--- config.mk ---
export PLATFORM = sky130hd
export DESIGN_NAME = gat_attn_regs
export DESIGN_NICKNAME = d
export VERILOG_FILES = /design/src/hw/gat_axil_pkg.sv /design/src/hw/gat_arith_pkg.sv /design/src/hw/gat_attn_regs.sv
export SDC_FILE = /design/constraint.sdc
export NUM_CORES = 1
export LEC_CHECK = 0
export ABC_CLOCK_PERIOD_IN_PS = 5650
export BUFFER_PORTS_ARGS = -buffer_cell sky130_fd_sc_hd__buf_2
export CELL_PAD_IN_SITES_DETAIL_PLACEMENT = 1
export CELL_PAD_IN_SITES_GLOBAL_PLACEMENT = 1
export CORE_MARGIN = 2
export CORE_UTILIZATION = 40
export CTS_CLUSTER_SIZE = 40
export DETAILED_ROUTE_END_ITERATION = 12
export PLACE_DENSITY = 0.75
export SETUP_SLACK_MARGIN = 0.05
export SLEW_MARGIN = 10
export SYNTH_ARGS = -nofsm -noshare
export SYNTH_HDL_FRONTEND = slang
export SYNTH_SLANG_ARGS = --single-unit
--- constraint.sdc ---
create_clock -name clk -period 5.65 [get_ports clk]
set_input_delay 0.565 -clock clk [delete_from_list [all_inputs] [get_ports clk]]
set_output_delay 0.565 -clock clk [all_outputs]
set_load 0.005 [all_outputs]
--- src/hw/gat_axil_pkg.sv ---
// AXI4-Lite channel bundles and register offsets for the attention weight slave
package gat_axil_pkg;

  localparam int AXIL_ADDR_W = 8;
  localparam int AXIL_DATA_W = 32;

  // ============================================================
  // register map
  // ============================================================
  // a vector, four bytes per word, byte 0 of a in the low lane
  localparam logic [AXIL_ADDR_W-1:0] A_BASE     = 8'h00;
  // bit 0 enables the datapath
  localparam logic [AXIL_ADDR_W-1:0] CTRL_ADDR  = 8'h40;
  // coefficients accepted downstream, read only
  localparam logic [AXIL_ADDR_W-1:0] COUNT_ADDR = 8'h44;

  // master to slave
  typedef struct packed {
    logic                     awvalid;
    logic [AXIL_ADDR_W-1:0]   awaddr;
    logic                     wvalid;
    logic [AXIL_DATA_W-1:0]   wdata;
    logic [AXIL_DATA_W/8-1:0] wstrb;
    logic                     bready;
    logic                     arvalid;
    logic [AXIL_ADDR_W-1:0]   araddr;
    logic                     rready;
  } axil_req_t;

  // slave to master
  typedef struct packed {
    logic                   awready;
    logic                   wready;
    logic                   bvalid;
    logic [1:0]             bresp;
    logic                   arready;
    logic                   rvalid;
    logic [AXIL_DATA_W-1:0] rdata;
    logic [1:0]             rresp;
  } axil_rsp_t;

endpackage

--- src/hw/gat_arith_pkg.sv ---
// numeric formats and row/coefficient structs, referenced by scoped name from the datapath
package gat_arith_pkg;

  // ============================================================
  // number formats
  // ============================================================
  // default feature count, the top level must match it
  localparam int NUM_FEATURE_OUT = 16;
  localparam int DATA_WIDTH      = 8;
  localparam int WH_DATA_WIDTH   = 12;
  localparam int DMVM_DATA_WIDTH = 19;
  localparam int NUM_NODE_WIDTH  = 8;

  // ============================================================
  // stream payloads
  // ============================================================
  // one projected row, feature k pairs with a[k] and a[NUM_FEATURE_OUT+k]
  typedef struct packed {
    logic [NUM_FEATURE_OUT-1:0][WH_DATA_WIDTH-1:0] feat;
    logic [NUM_NODE_WIDTH-1:0]                     num_node;
    logic                                          src_flag;
  } wh_row_t;

  // one unnormalized coefficient with its row tags
  typedef struct packed {
    logic [DATA_WIDTH-1:0]     value;
    logic [NUM_NODE_WIDTH-1:0] num_node;
    logic                      src_flag;
  } coef_t;

endpackage
--- src/hw/gat_attn_regs.sv ---
// AXI4-Lite slave holding the attention vector a, the enable bit and the coefficient count
module gat_attn_regs #(
  parameter int NUM_FEATURE_OUT = 16
) (
  input  logic                    clk,
  input  logic                    rst_n,
  input  gat_axil_pkg::axil_req_t axil_req_i,
  output gat_axil_pkg::axil_rsp_t axil_rsp_o,
  output logic [2*NUM_FEATURE_OUT-1:0][gat_arith_pkg::DATA_WIDTH-1:0] a_vec_o,
  output logic                    enable_o,
  input  logic                    coef_fire_i
);

  localparam int A_BYTES = 2 * NUM_FEATURE_OUT;
  localparam int A_WORDS = (A_BYTES + 3) / 4;
  localparam int AW      = gat_axil_pkg::AXIL_ADDR_W;
  localparam int DW      = gat_axil_pkg::AXIL_DATA_W;

  logic [A_BYTES-1:0][gat_arith_pkg::DATA_WIDTH-1:0] a_q;
  logic          enable_q;
  logic          bvalid_q;
  logic          rvalid_q;
  logic [DW-1:0] count_q;
  logic [DW-1:0] rdata_q;
  logic [DW-1:0] rd_word;
  logic          wr_fire;
  logic          rd_fire;
  logic [AW-1:0] aw_off;
  logic [AW-1:0] ar_off;
  logic          aw_in_a;
  logic          ar_in_a;

  // ============================================================
  // handshakes
  // ============================================================
  // address and data are taken in the same cycle, one write outstanding
  assign wr_fire = axil_req_i.awvalid && axil_req_i.wvalid && !bvalid_q;
  assign rd_fire = axil_req_i.arvalid && !rvalid_q;

  always_comb begin
    axil_rsp_o         = '0;
    axil_rsp_o.awready = wr_fire;
    axil_rsp_o.wready  = wr_fire;
    axil_rsp_o.bvalid  = bvalid_q;
    axil_rsp_o.arready = !rvalid_q;
    axil_rsp_o.rvalid  = rvalid_q;
    axil_rsp_o.rdata   = rdata_q;
  end

  // ============================================================
  // address decode
  // ============================================================
  assign aw_off  = axil_req_i.awaddr - gat_axil_pkg::A_BASE;
  assign ar_off  = axil_req_i.araddr - gat_axil_pkg::A_BASE;
  assign aw_in_a = (axil_req_i.awaddr >= gat_axil_pkg::A_BASE) && (aw_off < AW'(4 * A_WORDS));
  assign ar_in_a = (axil_req_i.araddr >= gat_axil_pkg::A_BASE) && (ar_off < AW'(4 * A_WORDS));

  // a vector, one byte lane per strobe bit
  always_ff @(posedge clk) begin
    if (wr_fire && aw_in_a) begin
      for (int i = 0; i < A_BYTES; i++) begin
        if (aw_off[AW-1:2] == i / 4 && axil_req_i.wstrb[i % 4]) begin
          a_q[i] <= axil_req_i.wdata[8*(i%4) +: 8];
        end
      end
    end
  end

  always_comb begin
    rd_word = '0;
    if (axil_req_i.araddr == gat_axil_pkg::CTRL_ADDR) begin
      rd_word[0] = enable_q;
    end else if (axil_req_i.araddr == gat_axil_pkg::COUNT_ADDR) begin
      rd_word = count_q;
    end else if (ar_in_a) begin
      for (int i = 0; i < A_BYTES; i++) begin
        if (ar_off[AW-1:2] == i / 4) rd_word[8*(i%4) +: 8] = a_q[i];
      end
    end
  end

  always_ff @(posedge clk) begin
    if (rd_fire) rdata_q <= rd_word;
  end

  // ============================================================
  // control state
  // ============================================================
  always_ff @(posedge clk or negedge rst_n) begin
    if (!rst_n) begin
      enable_q <= 1'b0;
      bvalid_q <= 1'b0;
      rvalid_q <= 1'b0;
      count_q  <= '0;
    end else begin
      if (wr_fire && axil_req_i.awaddr == gat_axil_pkg::CTRL_ADDR && axil_req_i.wstrb[0]) begin
        enable_q <= axil_req_i.wdata[0];
      end
      if (wr_fire) begin
        bvalid_q <= 1'b1;
      end else if (axil_req_i.bready) begin
        bvalid_q <= 1'b0;
      end
      if (rd_fire) begin
        rvalid_q <= 1'b1;
      end else if (axil_req_i.rready) begin
        rvalid_q <= 1'b0;
      end
      // coefficients taken by the consumer
      if (coef_fire_i) count_q <= count_q + 1'b1;
    end
  end

  assign a_vec_o  = a_q;
  assign enable_o = enable_q;

  a_bvalid_hold: assert property (@(posedge clk) disable iff (!rst_n)
    bvalid_q && !axil_req_i.bready |=> bvalid_q)
    else $error("bvalid dropped before bready");

endmodule

==> run_results.csv <==
group,metric,value,unit
run_status,status,"finished clean",
critical_path,worstPathRequired,5.77,ns
floorplan,rows,65,
route,via_per_inst,5.64,
floorplan,start_util,40.9,%
logic_synthesis,ys_warn_count,0,
layout,ff_latch_area,9520,µm²
logic_synthesis,postSynth.asyncResetShare,10.8,%
layout,area_growth,25.1,%
placed_design,hpwl,30.1,mm
route,drt_wl_total,43.2,mm
clocking,htreeDepth,2,
sta,whs,0.221,ns
critical_path,cp_data_arrival_time,3.18,ns
clocking,cts-buffers-inserted,37,
placed_design,numPortBuffers,353,
sta,setup_viol,0,
global_routing,grt_pass1_wl,61.7,mm
pwr,ir_drop,233,µV
layout,drive_above_1_share,39.2,%
clocking,cts_hold_buf,0,
sta,timing.fmax,326,MHz
placed_design,placed_area,15000,µm²
logic_synthesis,syn_area_per_cell,16.2,µm²
sta,fin_skew,0.0140,ns
clocking,cts_buffer_depth,3,
pwr,p_per_area,324,nW/µm²
layout,layout_commonest_cell,"buf_2",
global_routing,grt_max_degree,60,
sta,min_period_over_period,54.2,%
sta,setup_tns,0,ns
floorplan,die-area,33800,µm²
logic_synthesis,synth_cell_types,40,
logic_synthesis,ys.flop_type,"edfxtp_1",
route,drtIter0Drc,543,
clocking,cts.clk_slew.worst_paths,0.06,ns
route,wire_per_inst,27.3,µm
layout,layout.nets,1211,
sta,grt_setup_unrepaired,"false",
logic_synthesis,ys_seq_elements,323,
pwr,leakage,6.05,nW
critical_path,cp-end-kind,"register",
floorplan,die_h,184,µm
clocking,cts_sinks,323,
critical_path,critPathLaunchType,"register",
logic_synthesis,syn_area,13000,µm²
floorplan,core_area,31700,µm²
placed_design,pre_cts_ws,2.37,ns
global_routing,grt_pass1_vias,9252,
route,drtAntennaViolNets,0,
layout,final_area,16200,µm²
layout,multiInputGateArea,3130,µm²
clocking,cts_setup_buffers,0,
sta,fin_ws,2.59,ns
floorplan,die_w,184,µm
logic_synthesis,syn_inst,799,
critical_path,critPathLaunch,"bvalid_q",
sta,slew_headroom,22.8,%
layout,fillers,3192,
layout,final_cell_mix,"buf_2, edfxtp_1, o21ai_0, nor2_1, clkbuf_16",
job,maxCapViolCount,0,
critical_path,cp_max_fo,8,
global_routing,antenna_found_initial,3,
global_routing,track_usage,25.2,%
clocking,worstSkewPairLatency,0.52,ns
route,first_pass_iters,5,
clocking,cts_tree,"built",
logic_synthesis,synth-edff-count,288,
placed_design,place_congestion,0.867,
sta,drv_slew,0,
route,vias,8936,
sta,worst_pin_slew,1.15,ns
critical_path,path_class,"reg2reg",
logic_synthesis,ys_seq_area_share,73.5,%
global_routing,grt-ovfl-total,0,
floorplan,num_io_pins,358,
clocking,cts_root_buffer,"clkbuf_16",
hold_path,min_path_type,"in2async",
route,drc,0,
sta,hold_viol,0,
clocking,cts_resized,0,
critical_path,reg2reg_from,"bvalid_q",
sta,min_period,3.06,ns
worst max-delay path: stages (launching register included):
cell and delay, ns:
dfrtp_1 0.40, nand3b_1 0.23, nor4_2 0.73, nand2_1 0.35, nor2_1 0.96
power by group:
part / switching (mW) / internal, mW
clock network: 0.961 / 1.32
logic: 0.170 / 0.105
registers: 0.0505 / 2.65
total: 1.18 / 4.07
kinds of logic (layout without fill, tap and decap cells):
kind of cell               count (synthesis)  after routing  share of synthesized area, %
muxes                                     56             56                          6.78
DFF                                      323            323                          73.5
AOI/OAI and AO/OA                        176            176                          8.86
buffers and inverters                     63            440                          2.69
xor gates and xnor gates                  31             31                          2.10
adders and majority gates                  1              1                        0.0965
and+or+nand+nor                          148            148                          5.94
other                                      1              6                        0.0289
final cells by class:
class	count	share of cell area [%]
timing repair buffer	362	11.4
inverter	10	0.232
sequential	323	58.8
clock buffer	50	6.26
multi-input combinational	416	19.3
antenna	2	0.0309
clock inverter	18	0.911
tap	402	3.10
metal layers:
layer	track usage, %	part of all wire (%)
met1	34.2	42
met4	7.20	2.1
met2	41.4	48
met5	0	0.030
met3	4.87	7.0
state kept, by name, indices dropped and copies added (netlist names):
| register | flops |
|---|---|
| enable_o | 1 |
| a_vec_o | 256 |
| count_q | 32 |
| rdata_q | 32 |
| rvalid_q | 1 |
| bvalid_q | 1 |
synthesized netlist by cell type, types with 2 or more instances:
cell type	n	area share [%]
nand2b_1	8	0.39
o22ai_1	9	0.43
a221o_1	14	1.1
edfxtp_1	288	67
inv_1	10	0.29
nor3_1	3	0.12
nand4_1	16	0.77
nor2_1	40	1.2
mux2_2	4	0.35
mux2i_1	27	2.1
xnor2_1	24	1.6
nand3_1	14	0.54
nand3b_1	2	0.12
clkbuf_1	18	0.52
nor2b_1	5	0.24
dfrtp_1	35	6.8
nor4_1	5	0.24
mux4_2	25	4.3
o211ai_1	22	1.3
buf_4	15	0.87
o21ai_0	74	2.9
and3_1	8	0.39
o2bb2ai_1	33	2.2
buf_2	15	0.58
a21oi_1	21	0.81
or3b_2	7	0.47
nand2_1	34	0.98
xor2_1	7	0.47
buf_6	5	0.43
path summary, 6_finish.rpt:
check                                    end  slack, ns  cells past startpoint
worst max-delay path            a_vec_o[154]       2.59                      4
worst min-delay path                rvalid_q       0.22                      1
worst max register to register  a_vec_o[154]       2.59                      4
worst min register to register   count_q[31]       0.51                      1
max in group asynchronous           enable_o       4.75                      1
min in group clk                    rvalid_q       0.23                      2
stage by stage:
stage	cells	util, %	power (mW)
after global placement	1512	47.4	3.01
final	1583	51.1	5.25
after detailed placement	1513	47.4	3.02
after floorplan	802	-	2.89
after global routing	1582	51.1	5.41
after CTS	1581	51.1	5.29
(Power assumes the default switching activity.)
