## config.mk

```make
export PLATFORM = sky130hd
export DESIGN_NAME = gat_stream_fifo
export DESIGN_NICKNAME = d
export VERILOG_FILES = /design/src/hw/gat_stream_fifo.sv
export SDC_FILE = /design/constraint.sdc
export NUM_CORES = 1
export LEC_CHECK = 0
export ABC_AREA = 1
export BUFFER_PORTS_ARGS = -buffer_cell sky130_fd_sc_hd__buf_4
export CAP_MARGIN = 20
export CORE_MARGIN = 5
export CORE_UTILIZATION = 35
export CTS_CLUSTER_DIAMETER = 40
export CTS_CLUSTER_SIZE = 30
export DETAILED_ROUTE_END_ITERATION = 10
export PLACE_DENSITY = 0.53
export SYNTH_ARGS = -nofsm -noshare
export SYNTH_HDL_FRONTEND = slang
export SYNTH_SLANG_ARGS = --single-unit
```

## constraint.sdc

```tcl
create_clock -name clk -period 2.6 [get_ports clk]
set_input_delay 0.13 -clock clk [delete_from_list [all_inputs] [get_ports clk]]
set_output_delay 0.13 -clock clk [all_outputs]
set_load 0.005 [all_outputs]
```

## src/hw/gat_stream_fifo.sv

```systemverilog
// synchronous valid/ready FIFO, payload type chosen per instance, free-slot count for credits
module gat_stream_fifo #(
  parameter int  DEPTH     = 4,
  parameter type payload_t = logic [7:0],
  localparam int PTR_W     = (DEPTH > 1) ? $clog2(DEPTH) : 1,
  localparam int CNT_W     = $clog2(DEPTH + 1)
) (
  input  logic             clk,
  input  logic             rst_n,
  input  logic             wr_valid_i,
  input  payload_t         wr_data_i,
  output logic             wr_ready_o,
  output logic             rd_valid_o,
  output payload_t         rd_data_o,
  input  logic             rd_ready_i,
  output logic [CNT_W-1:0] free_o
);

  payload_t         mem [DEPTH];
  logic [PTR_W-1:0] wr_ptr;
  logic [PTR_W-1:0] rd_ptr;
  logic [CNT_W-1:0] count;
  logic [CNT_W-1:0] count_nxt;
  logic             wr_ready_q;
  logic             wr_fire;
  logic             rd_fire;

  function automatic logic [PTR_W-1:0] next_ptr(input logic [PTR_W-1:0] ptr);
    return (ptr == PTR_W'(DEPTH - 1)) ? '0 : ptr + 1'b1;
  endfunction

  assign wr_fire    = wr_valid_i && wr_ready_q;
  assign rd_fire    = rd_valid_o && rd_ready_i;
  assign wr_ready_o = wr_ready_q;
  assign rd_valid_o = (count != '0);
  assign rd_data_o  = mem[rd_ptr];
  assign free_o     = CNT_W'(DEPTH) - count;
  assign count_nxt  = count + CNT_W'(wr_fire) - CNT_W'(rd_fire);

  // ready is registered, so it stays low for the first cycle out of reset
  always_ff @(posedge clk or negedge rst_n) begin
    if (!rst_n) begin
      wr_ptr     <= '0;
      rd_ptr     <= '0;
      count      <= '0;
      wr_ready_q <= 1'b0;
    end else begin
      if (wr_fire) wr_ptr <= next_ptr(wr_ptr);
      if (rd_fire) rd_ptr <= next_ptr(rd_ptr);
      count      <= count_nxt;
      wr_ready_q <= (count_nxt != CNT_W'(DEPTH));
    end
  end

  always_ff @(posedge clk) begin
    if (wr_fire) mem[wr_ptr] <= wr_data_i;
  end

  // occupancy bookkeeping must agree with the handshakes
  a_no_write_full: assert property (@(posedge clk) disable iff (!rst_n)
    wr_fire |-> (count < CNT_W'(DEPTH)))
    else $error("write accepted while full");

  // equal pointers mean empty unless the count says full
  a_no_read_empty: assert property (@(posedge clk) disable iff (!rst_n)
    rd_fire |-> (rd_ptr != wr_ptr) || (count == CNT_W'(DEPTH)))
    else $error("read accepted while empty");

endmodule

```

==> impl_metrics.tcl, run 1 <==
set metrics [dict create \
    peakVddDrop_mv 0.412 \
    path_common_cell "ha_1" \
    hold_buffers 1 \
    leakagePower_nw 0.952 \
    synthCells 151 \
    via_per_inst 4.26 \
    cts_setup_buffers 0 \
    cts_root_buf "clkbuf_8" \
    cp-start-kind "flip-flop" \
    power_frac_clock_pct 21.0 \
    comb_power_share_pct 38.3 \
    drtIter0Drc 58 \
    final_common_cell "nand2_1" \
    cp_slowest_cell "fa_1" \
    htreeDepth 2 \
    num_antenna_cells 0 \
    grt-ovfl-total 0 \
    slew_headroom_pct 67.6 \
    cts_tree "built" \
    max-cap-violations 0 \
    arrival_ps 2460 \
    grt_use_met2_pct 17.8 \
    swShare_pct 32.9 \
    crit_path_end_kind "flip-flop" \
    die_area_sq_um 6580 \
    area_growth_pct 20.5 \
    path_depth 10 \
    finalSetupViolations 0 \
    start_util_pct 36.8 \
    ys_warn_count 0 \
    power_density_nw_per_um2 1070 \
    tightest_slew_ps 486 \
    seqPwrFrac_pct 40.7 \
    cts_buffers 5 \
    ys_types 14 \
    final_antenna_net_count 0 \
    dr.pass1.iters 4 \
    grt_pass1_vias 1041 \
    critPathTopFamily "adder cells" \
    drive_gt1_share_pct 20.2 \
    yosysSeqAreaShare_pct 65.6 \
    clk_latency_ps 280 \
    clk_pin_slew_ps 70 \
    io_buffers 24 \
    slew_violations 0 \
    finalPower_mw 2.29 \
    clock_path_buffers 2 \
    drc_errors 0 \
    die_width_microns 81.1 \
    die_y_microns 81.1 \
    grt_max_degree 34 \
    rsz0062_at_grt "no" \
    netlist_area_sq_um 1770 \
    final_cell_mix "nand2_1 (33), edfxtp_1 (32), inv_1 (31)" \
    synth.ff_latch_count 40 \
    status "finished clean" \
    critical_path_class "reg -> reg" \
    worst-path-buf-inv 2 \
    grt_util_met1_pct 10.8 \
    max_freq_mhz 439 \
    core-area_sq_um 4820 \
    syn_nets 173 \
    hpwlAfterDp_mm 2.08 \
    wire_per_inst_microns 11.7 \
    hold_path_depth 1 \
    top_usage_layer "met2" \
    grt_first_pass_wirelength_mm 4.74 \
    gp_congestion 0.720 \
    final.setup.tns_ps 0 \
    fp-row-count 25 \
    cp.required_ps 2780 \
    track_usage_pct 10.1 \
    hold_viol 0 \
    fin_crit_sh_pct 87.7 \
    cts_repair_resize_count 0 \
    crit_chain "inv_1 -> ha_1 -> ha_1 -> nor2_1 -> ha_1 -> inv_1 -> ha_1 -> fa_1 -> nor2_1 -> nand2_1" \
    antenna_found_initial 0 \
    finalWirelength_mm 2.93 \
    syn_area_per_cell_sq_um 11.7 \
    nets 204 \
    rr_worst_depth 10 \
    power_switching_mw 0.754 \
    cp_max_fo 5 \
    p_int_mw 1.54 \
    clkSinkCount 40 \
    critical_path.max_stage_delay_ps 440 \
    num_io_pins 25 \
    hp-class "in -> reg" \
    via_count 1066 \
    period_minus_slack_ps 2280 \
    fin_worst_skew_ps 7.85 \
    grtUsageMet3_pct 4.10 \
]
[kinds of logic (layout without fill, tap and decap cells)]
logic type                 after synthesis  after routing  synth area share [%]
and+or+nand+nor                         42             42                  8.98
DFF                                     40             40                  65.6
buffers and inverters                   38             70                  9.75
AOI/OAI and AO/OA                       21             21                  8.20
adders and majority gates               10             10                  7.49
[registers in the layout, summed over array words and instances, names as in the netlist]
name / cells
mem: 32
count: 3
rd_ptr: 2
wr_ptr: 2
wr_ready_o: 1
[worst register-to-register path, delay by kind of cell, from the launching register on]
| kind | cells | cell delay, ps |
|---|---|---|
| adders and majority gates | 5 | 1260 |
| and+or+nand+nor | 3 | 430 |
| DFF | 1 | 350 |
| buffers and inverters | 2 | 140 |
[worst paths after layout]
check,start,end,slack [ps]
worst min-delay path,wr_data_i[5],mem[1][5],40
worst max-delay path,count[1],wr_ready_o,320
max in group asynchronous,rst_n,rd_ptr[1],2270
worst min register to register,count[2],count[2],500
worst max register to register,count[1],wr_ready_o,320
min in group asynchronous,rst_n,count[2],200
[per-stage QoR]
step           area, sq um  instances  setup WS, ps  hold WS, ps  util [%]
2_1_floorplan         1770        151           507         -166         -
3_3_place_gp          2020        241           412        -48.0      41.8
3_5_place_dp          2020        241           346        -42.6      41.8
4_1_cts               2130        250           325         29.1      44.3
5_1_grt               2130        250           180         23.5      44.3
6_report              2130        250           321         42.0      44.3
[per-layer routing]
metal / share of wire (%) / up-vias
met5: 0 / -
met1: 44 / 492
met4: 1.4 / 0
li1: - / 553
met2: 50 / 16
met3: 3.8 / 5
[power by group through the flow]
stage	registers, mW	logic (mW)	clock network (mW)
2_1_floorplan	0.915	0.595	0
3_3_place_gp	0.945	0.875	0
3_5_place_dp	0.951	0.903	0
4_1_cts	0.937	0.906	0.498
5_1_grt	0.952	1.01	0.527
6_report	0.933	0.879	0.481
[synthesized netlist by cell type]
| library cell | count | area [sq um] |
|---|---|---|
| nand2_1 | 33 | 124 |
| edfxtp_1 | 32 | 961 |
| inv_1 | 31 | 116 |
| o211ai_1 | 16 | 120 |
| ha_1 | 9 | 113 |
| dfrtp_1 | 8 | 200 |
| nor2_1 | 8 | 30.0 |
| a21oi_1 | 3 | 15.0 |
| buf_6 | 3 | 33.8 |
| buf_4 | 2 | 15.0 |
| inv_2 | 2 | 7.51 |
| o21ai_0 | 2 | 10.0 |
| fa_1 | 1 | 20.0 |
| nand3_1 | 1 | 5.00 |
[layout make-up]
class | count | area [sq um]
clock buffer | 6 | 72.6
clock inverter | 2 | 35.0
fill | 469 | 2680
inverter | 33 | 124
multi-input combinational | 73 | 437
sequential | 40 | 1160
tap | 67 | 83.8
timing repair buffer | 29 | 220
No activity file was read; power rests on OpenSTA's default activity.
==> run 2: changes to the inputs <==
- RECOVER_POWER: unset -> 50
==> impl_metrics.tcl, run 2 (synthesis results as in run 1) <==
set metrics [dict create \
    status "finished clean" \
    die_width_microns 81.1 \
    worstHoldStart "wr_data_i[1]" \
    final_antenna_net_count 0 \
    hold_viol 0 \
    clock_path_buffers 2 \
    period_minus_slack_ps 2280 \
    htreeDepth 2 \
    via_per_inst 4.25 \
    track_usage_pct 10.1 \
    clk_latency_ps 280 \
    finalSetupViolations 0 \
    rsz0062_at_grt "no" \
    top_regs "mem x32, count x3" \
    fin_crit_sh_pct 87.6 \
    clk_pin_slew_ps 70 \
    drc_errors 0 \
    leakagePower_nw 0.915 \
    arrival_ps 2460 \
    cts_repair_resize_count 0 \
    nFillCells 482 \
    cp-start-kind "flip-flop" \
    max-cap-violations 0 \
    r2r_setup_slack_ps 320 \
    slew_headroom_pct 63.8 \
    dpl_cell_area_sq_um 2020 \
    drive_gt1_share_pct 14.8 \
    gp_congestion 0.720 \
    die_y_microns 81.1 \
    critical_path_class "reg -> reg" \
    grt_first_pass_wirelength_mm 4.74 \
    area_growth_pct 18.4 \
    die_area_sq_um 6580 \
    fp-row-count 25 \
    cp.required_ps 2780 \
    hp-class "in -> reg" \
    final.setup.tns_ps 0 \
    start_util_pct 36.8 \
    holdPathEnd "mem[0][1]" \
    max_freq_mhz 439 \
    wire_per_inst_microns 11.8 \
    crit_path_end_kind "flip-flop" \
    tightest_slew_ps 543 \
    power_density_nw_per_um2 1090 \
    core-area_sq_um 4820 \
    dr.pass1.iters 4 \
    finalWirelength_mm 2.95 \
    num_io_pins 25 \
    peakVddDrop_mv 0.409 \
    nets 204 \
    slew_violations 0 \
    hold_buffers 1 \
    num_antenna_cells 0 \
    hpwlAfterDp_mm 2.08 \
    fin_worst_skew_ps 7.85 \
    largest_register_ffs 32 \
    r2r_start "count[1]" \
    pre_cts_ws_ps 346 \
    cts_tree "built" \
    cts_root_buf "clkbuf_8" \
    antenna_found_initial 0 \
    reg2reg_to "wr_ready_o" \
    cts_setup_buffers 0 \
    final_cell_mix "nand2_1 (33), edfxtp_1 (32), inv_1 (31)" \
    regMostFlops "mem" \
    drtIter0Drc 37 \
    final_common_cell "nand2_1" \
    fin_area_sq_um 2100 \
    clkSinkCount 40 \
    cts_buffers 5 \
    via_count 1063 \
    cp_max_fo 5 \
    rr_worst_depth 10 \
    grt-ovfl-total 0 \
    io_buffers 24 \
    grt_max_degree 34 \
    hold_path_depth 1 \
    grt_pass1_vias 1041 \
    hold_slack_ps 96.6 \
    layout_setup_ws_ps 323 \
]
## run 2: changes by cell type in the layout (fill, tap and decap cells not counted), sizes merged
cell / delta
clkbuf: +12
buf: -12
## run 2: worst max path at each step
stage          depth (start not counted)    endpoint  slack (ps)      from
3_3_place_gp                          10  wr_ready_o         410  count[1]
5_1_grt                               14  wr_ready_o         180  count[1]
3_5_place_dp                          14  wr_ready_o         350  count[1]
2_1_floorplan                         10  wr_ready_o         510  count[1]
4_1_cts                               10  wr_ready_o         320  count[1]
6_report                              10  wr_ready_o         320  count[1]
## run 2: worst max-delay path: stages, from the launching register on
cell	delay, ps
dfrtp_1	350
inv_1	80
ha_1	190
ha_1	190
nor2_1	250
ha_1	290
inv_1	60
ha_1	150
fa_1	440
nor2_1	120
nand2_1	60
## run 2: metrics by stage
step,util (%),power (mW),cells
after floorplan,-,1.51,151
after global placement,41.8,1.82,241
after detailed placement,41.8,1.85,241
after CTS,44.3,2.34,250
after global routing,43.5,2.48,250
final,43.5,2.28,250
## run 2: per-layer routing
metal / vias up / GRT usage (%) / routed length [microns]
met1: 488 / 10.8 / 1320
met3: 5 / 4.10 / 110
met4: 0 / 3.55 / 44
li1: 554 / - / -
met2: 16 / 17.8 / 1470
met5: - / 0 / 0
## run 2: final cells by class
class	count	area (sq um)	area share (%)
flip-flops and latches	40	1160	55.4
multi-input cells	73	437	20.8
repair buffers	29	183	8.72
inverters	33	124	5.91
well taps	67	83.8	4.00
clock buffers	6	72.6	3.46
clock inverters	2	35.0	1.67
## run 2: where the power goes
part           total, mW  switching, mW  leakage (nW)  internal (mW)
clock network      0.482          0.197        0.0552          0.285
logic              0.867          0.479         0.475          0.389
registers          0.933         0.0774         0.385          0.856
total               2.28          0.753         0.915           1.53
==> run 3: changes to the inputs <==
- CELL_PAD_IN_SITES_DETAIL_PLACEMENT: unset -> 1
- CELL_PAD_IN_SITES_GLOBAL_PLACEMENT: unset -> 2
- PLACE_DENSITY: 0.53 -> 0.74
- SLEW_MARGIN: unset -> 25
==> impl_metrics.tcl, run 3 (synthesis results as in run 1) <==
set metrics [dict create \
    arrival_ps 2560 \
    rr_worst_depth 14 \
    nets 202 \
    hpwlAfterDp_mm 2.39 \
    hp-class "in -> reg" \
    cts_tree "built" \
    cts_buffers 5 \
    final.setup.tns_ps 0 \
    cp-start-kind "flip-flop" \
    cp.required_ps 2780 \
    cts_setup_buffers 0 \
    via_count 1094 \
    die_y_microns 81.1 \
    status "finished clean" \
    wire_per_inst_microns 13.5 \
    clk_pin_slew_ps 80 \
    clk_latency_ps 290 \
    via_per_inst 4.41 \
    die_area_sq_um 6580 \
    fin_crit_sh_pct 91.3 \
    critPathTopFamily "adder cells" \
    path_depth 14 \
    finalWirelength_mm 3.34 \
    crit_path_start "count[1]" \
    grt-ovfl-total 0 \
    fin_worst_skew_ps 9.66 \
    leakagePower_nw 0.908 \
    fp-row-count 25 \
    clock_path_buffers 2 \
    r2r_setup_slack_ps 230 \
    num_io_pins 25 \
    crit_chain "inv_1 -> ha_1 -> ha_1 -> nor2_1 -> ha_1 -> inv_1 -> ha_1 -> fa_1 -> inv_1 -> nand2_1 -> nand2_1 -> nand2_1 -> nand2_1 -> nand2_1" \
    reg2reg_to "wr_ready_o" \
    top_regs "mem x32, count x3" \
    num_antenna_cells 0 \
    path_common_cell "nand2_1" \
    finalPower_mw 2.31 \
    antenna_found_initial 0 \
    dr.pass1.iters 4 \
    final_antenna_net_count 0 \
    crit_path_end_kind "flip-flop" \
    cp_slowest_cell "fa_1" \
    die_width_microns 81.1 \
    max_freq_mhz 421 \
    drc_errors 0 \
    r2r_start "count[1]" \
    power_density_nw_per_um2 1110 \
    gp_congestion 0.656 \
    rsz0062_at_grt "no" \
    final_cell_mix "nand2_1 (33), edfxtp_1 (32), inv_1 (31)" \
    max-cap-violations 0 \
    drive_gt1_share_pct 14.9 \
    grt_pass1_vias 1182 \
    critical_path_class "reg -> reg" \
    endpoint "wr_ready_o" \
    cts_root_buf "clkbuf_8" \
    finalSetupViolations 0 \
    core-area_sq_um 4820 \
    grt_max_degree 34 \
    peakVddDrop_mv 0.506 \
    slew_headroom_pct 44.5 \
    regMostFlops "mem" \
    slew_violations 0 \
    hold_viol 0 \
    start_util_pct 36.8 \
    area_growth_pct 18.0 \
    htreeDepth 2 \
    tightest_slew_ps 830 \
    cp_max_fo 5 \
    io_buffers 24 \
    largest_register_ffs 32 \
    drtIter0Drc 22 \
    worst-path-buf-inv 3 \
    period_minus_slack_ps 2370 \
    track_usage_pct 11.1 \
    grt_first_pass_wirelength_mm 5.35 \
    clkSinkCount 40 \
    final_common_cell "nand2_1" \
    critical_path.max_stage_delay_ps 400 \
]
==> run 3: cell count changes in the layout (fill, tap and decap cells not counted) <==
cell        previous run  this run
clkinvlp_4             0         1
clkbuf_1              11         9
buf_4                 16        15
==> run 3: metrics by stage <==
step	hold WS, ps	cells	cell area [sq um]	utilization (%)	setup WS (ps)
after floorplan	-166	151	1770	-	507
after global placement	-44.3	239	2000	41.5	393
after detailed placement	-43.7	239	2000	41.5	227
after CTS	34.6	248	2120	44.1	157
after global routing	108	248	2090	43.4	23.5
final	96.5	248	2090	43.4	227
==> run 3: routing by layer <==
metal	track usage, %	vias to the layer above	share of wire (%)
met4	3.89	0	1.5
met3	2.66	6	3.6
met5	0	-	0
li1	-	553	-
met1	9.68	517	36
met2	23.6	18	59
==> run 3: how the worst min path moves through the flow <==
stage / from / endpoint / slack, ps / cells after the start
after floorplan: rst_n / count[0] / -170 / 0
after global placement: rst_n / count[1] / -40 / 1
after detailed placement: rst_n / count[2] / -40 / 1
after CTS: wr_data_i[1] / mem[0][1] / 30 / 1
after global routing: wr_data_i[3] / mem[3][3] / 110 / 1
final: wr_data_i[3] / mem[2][3] / 100 / 1
==> run 3: layout make-up <==
class,instances,area (sq um)
clock inverters,3,42.5
multi-input cells,73,437
flip-flops and latches,40,1160
well taps,67,83.8
fillers,551,2730
clock buffers,5,68.8
repair buffers,27,171
inverters,33,124
==> run 3: worst register-to-register path, cell delays in order (launching register included) <==
cell and delay [ps]:
dfrtp_1 360, inv_1 90, ha_1 190, ha_1 190
nor2_1 250, ha_1 170, inv_1 40, ha_1 190
fa_1 400, inv_1 70, nand2_1 60, nand2_1 70
nand2_1 60, nand2_1 70, nand2_1 50
==> run 3: report_power, final <==
group	internal (mW)	total [mW]	leakage (nW)	switching (mW)
clock	0.284	0.488	0.0541	0.204
sequential	0.857	0.944	0.385	0.0878
combinational	0.384	0.879	0.468	0.495
==> run 3: what timing repair did <==
| item | CTS | global route |
|---|---|---|
| hold buffers | 1 | 0 |
| hold endpoints to repair | 8 | 0 |
| resized for setup | 0 | 0 |
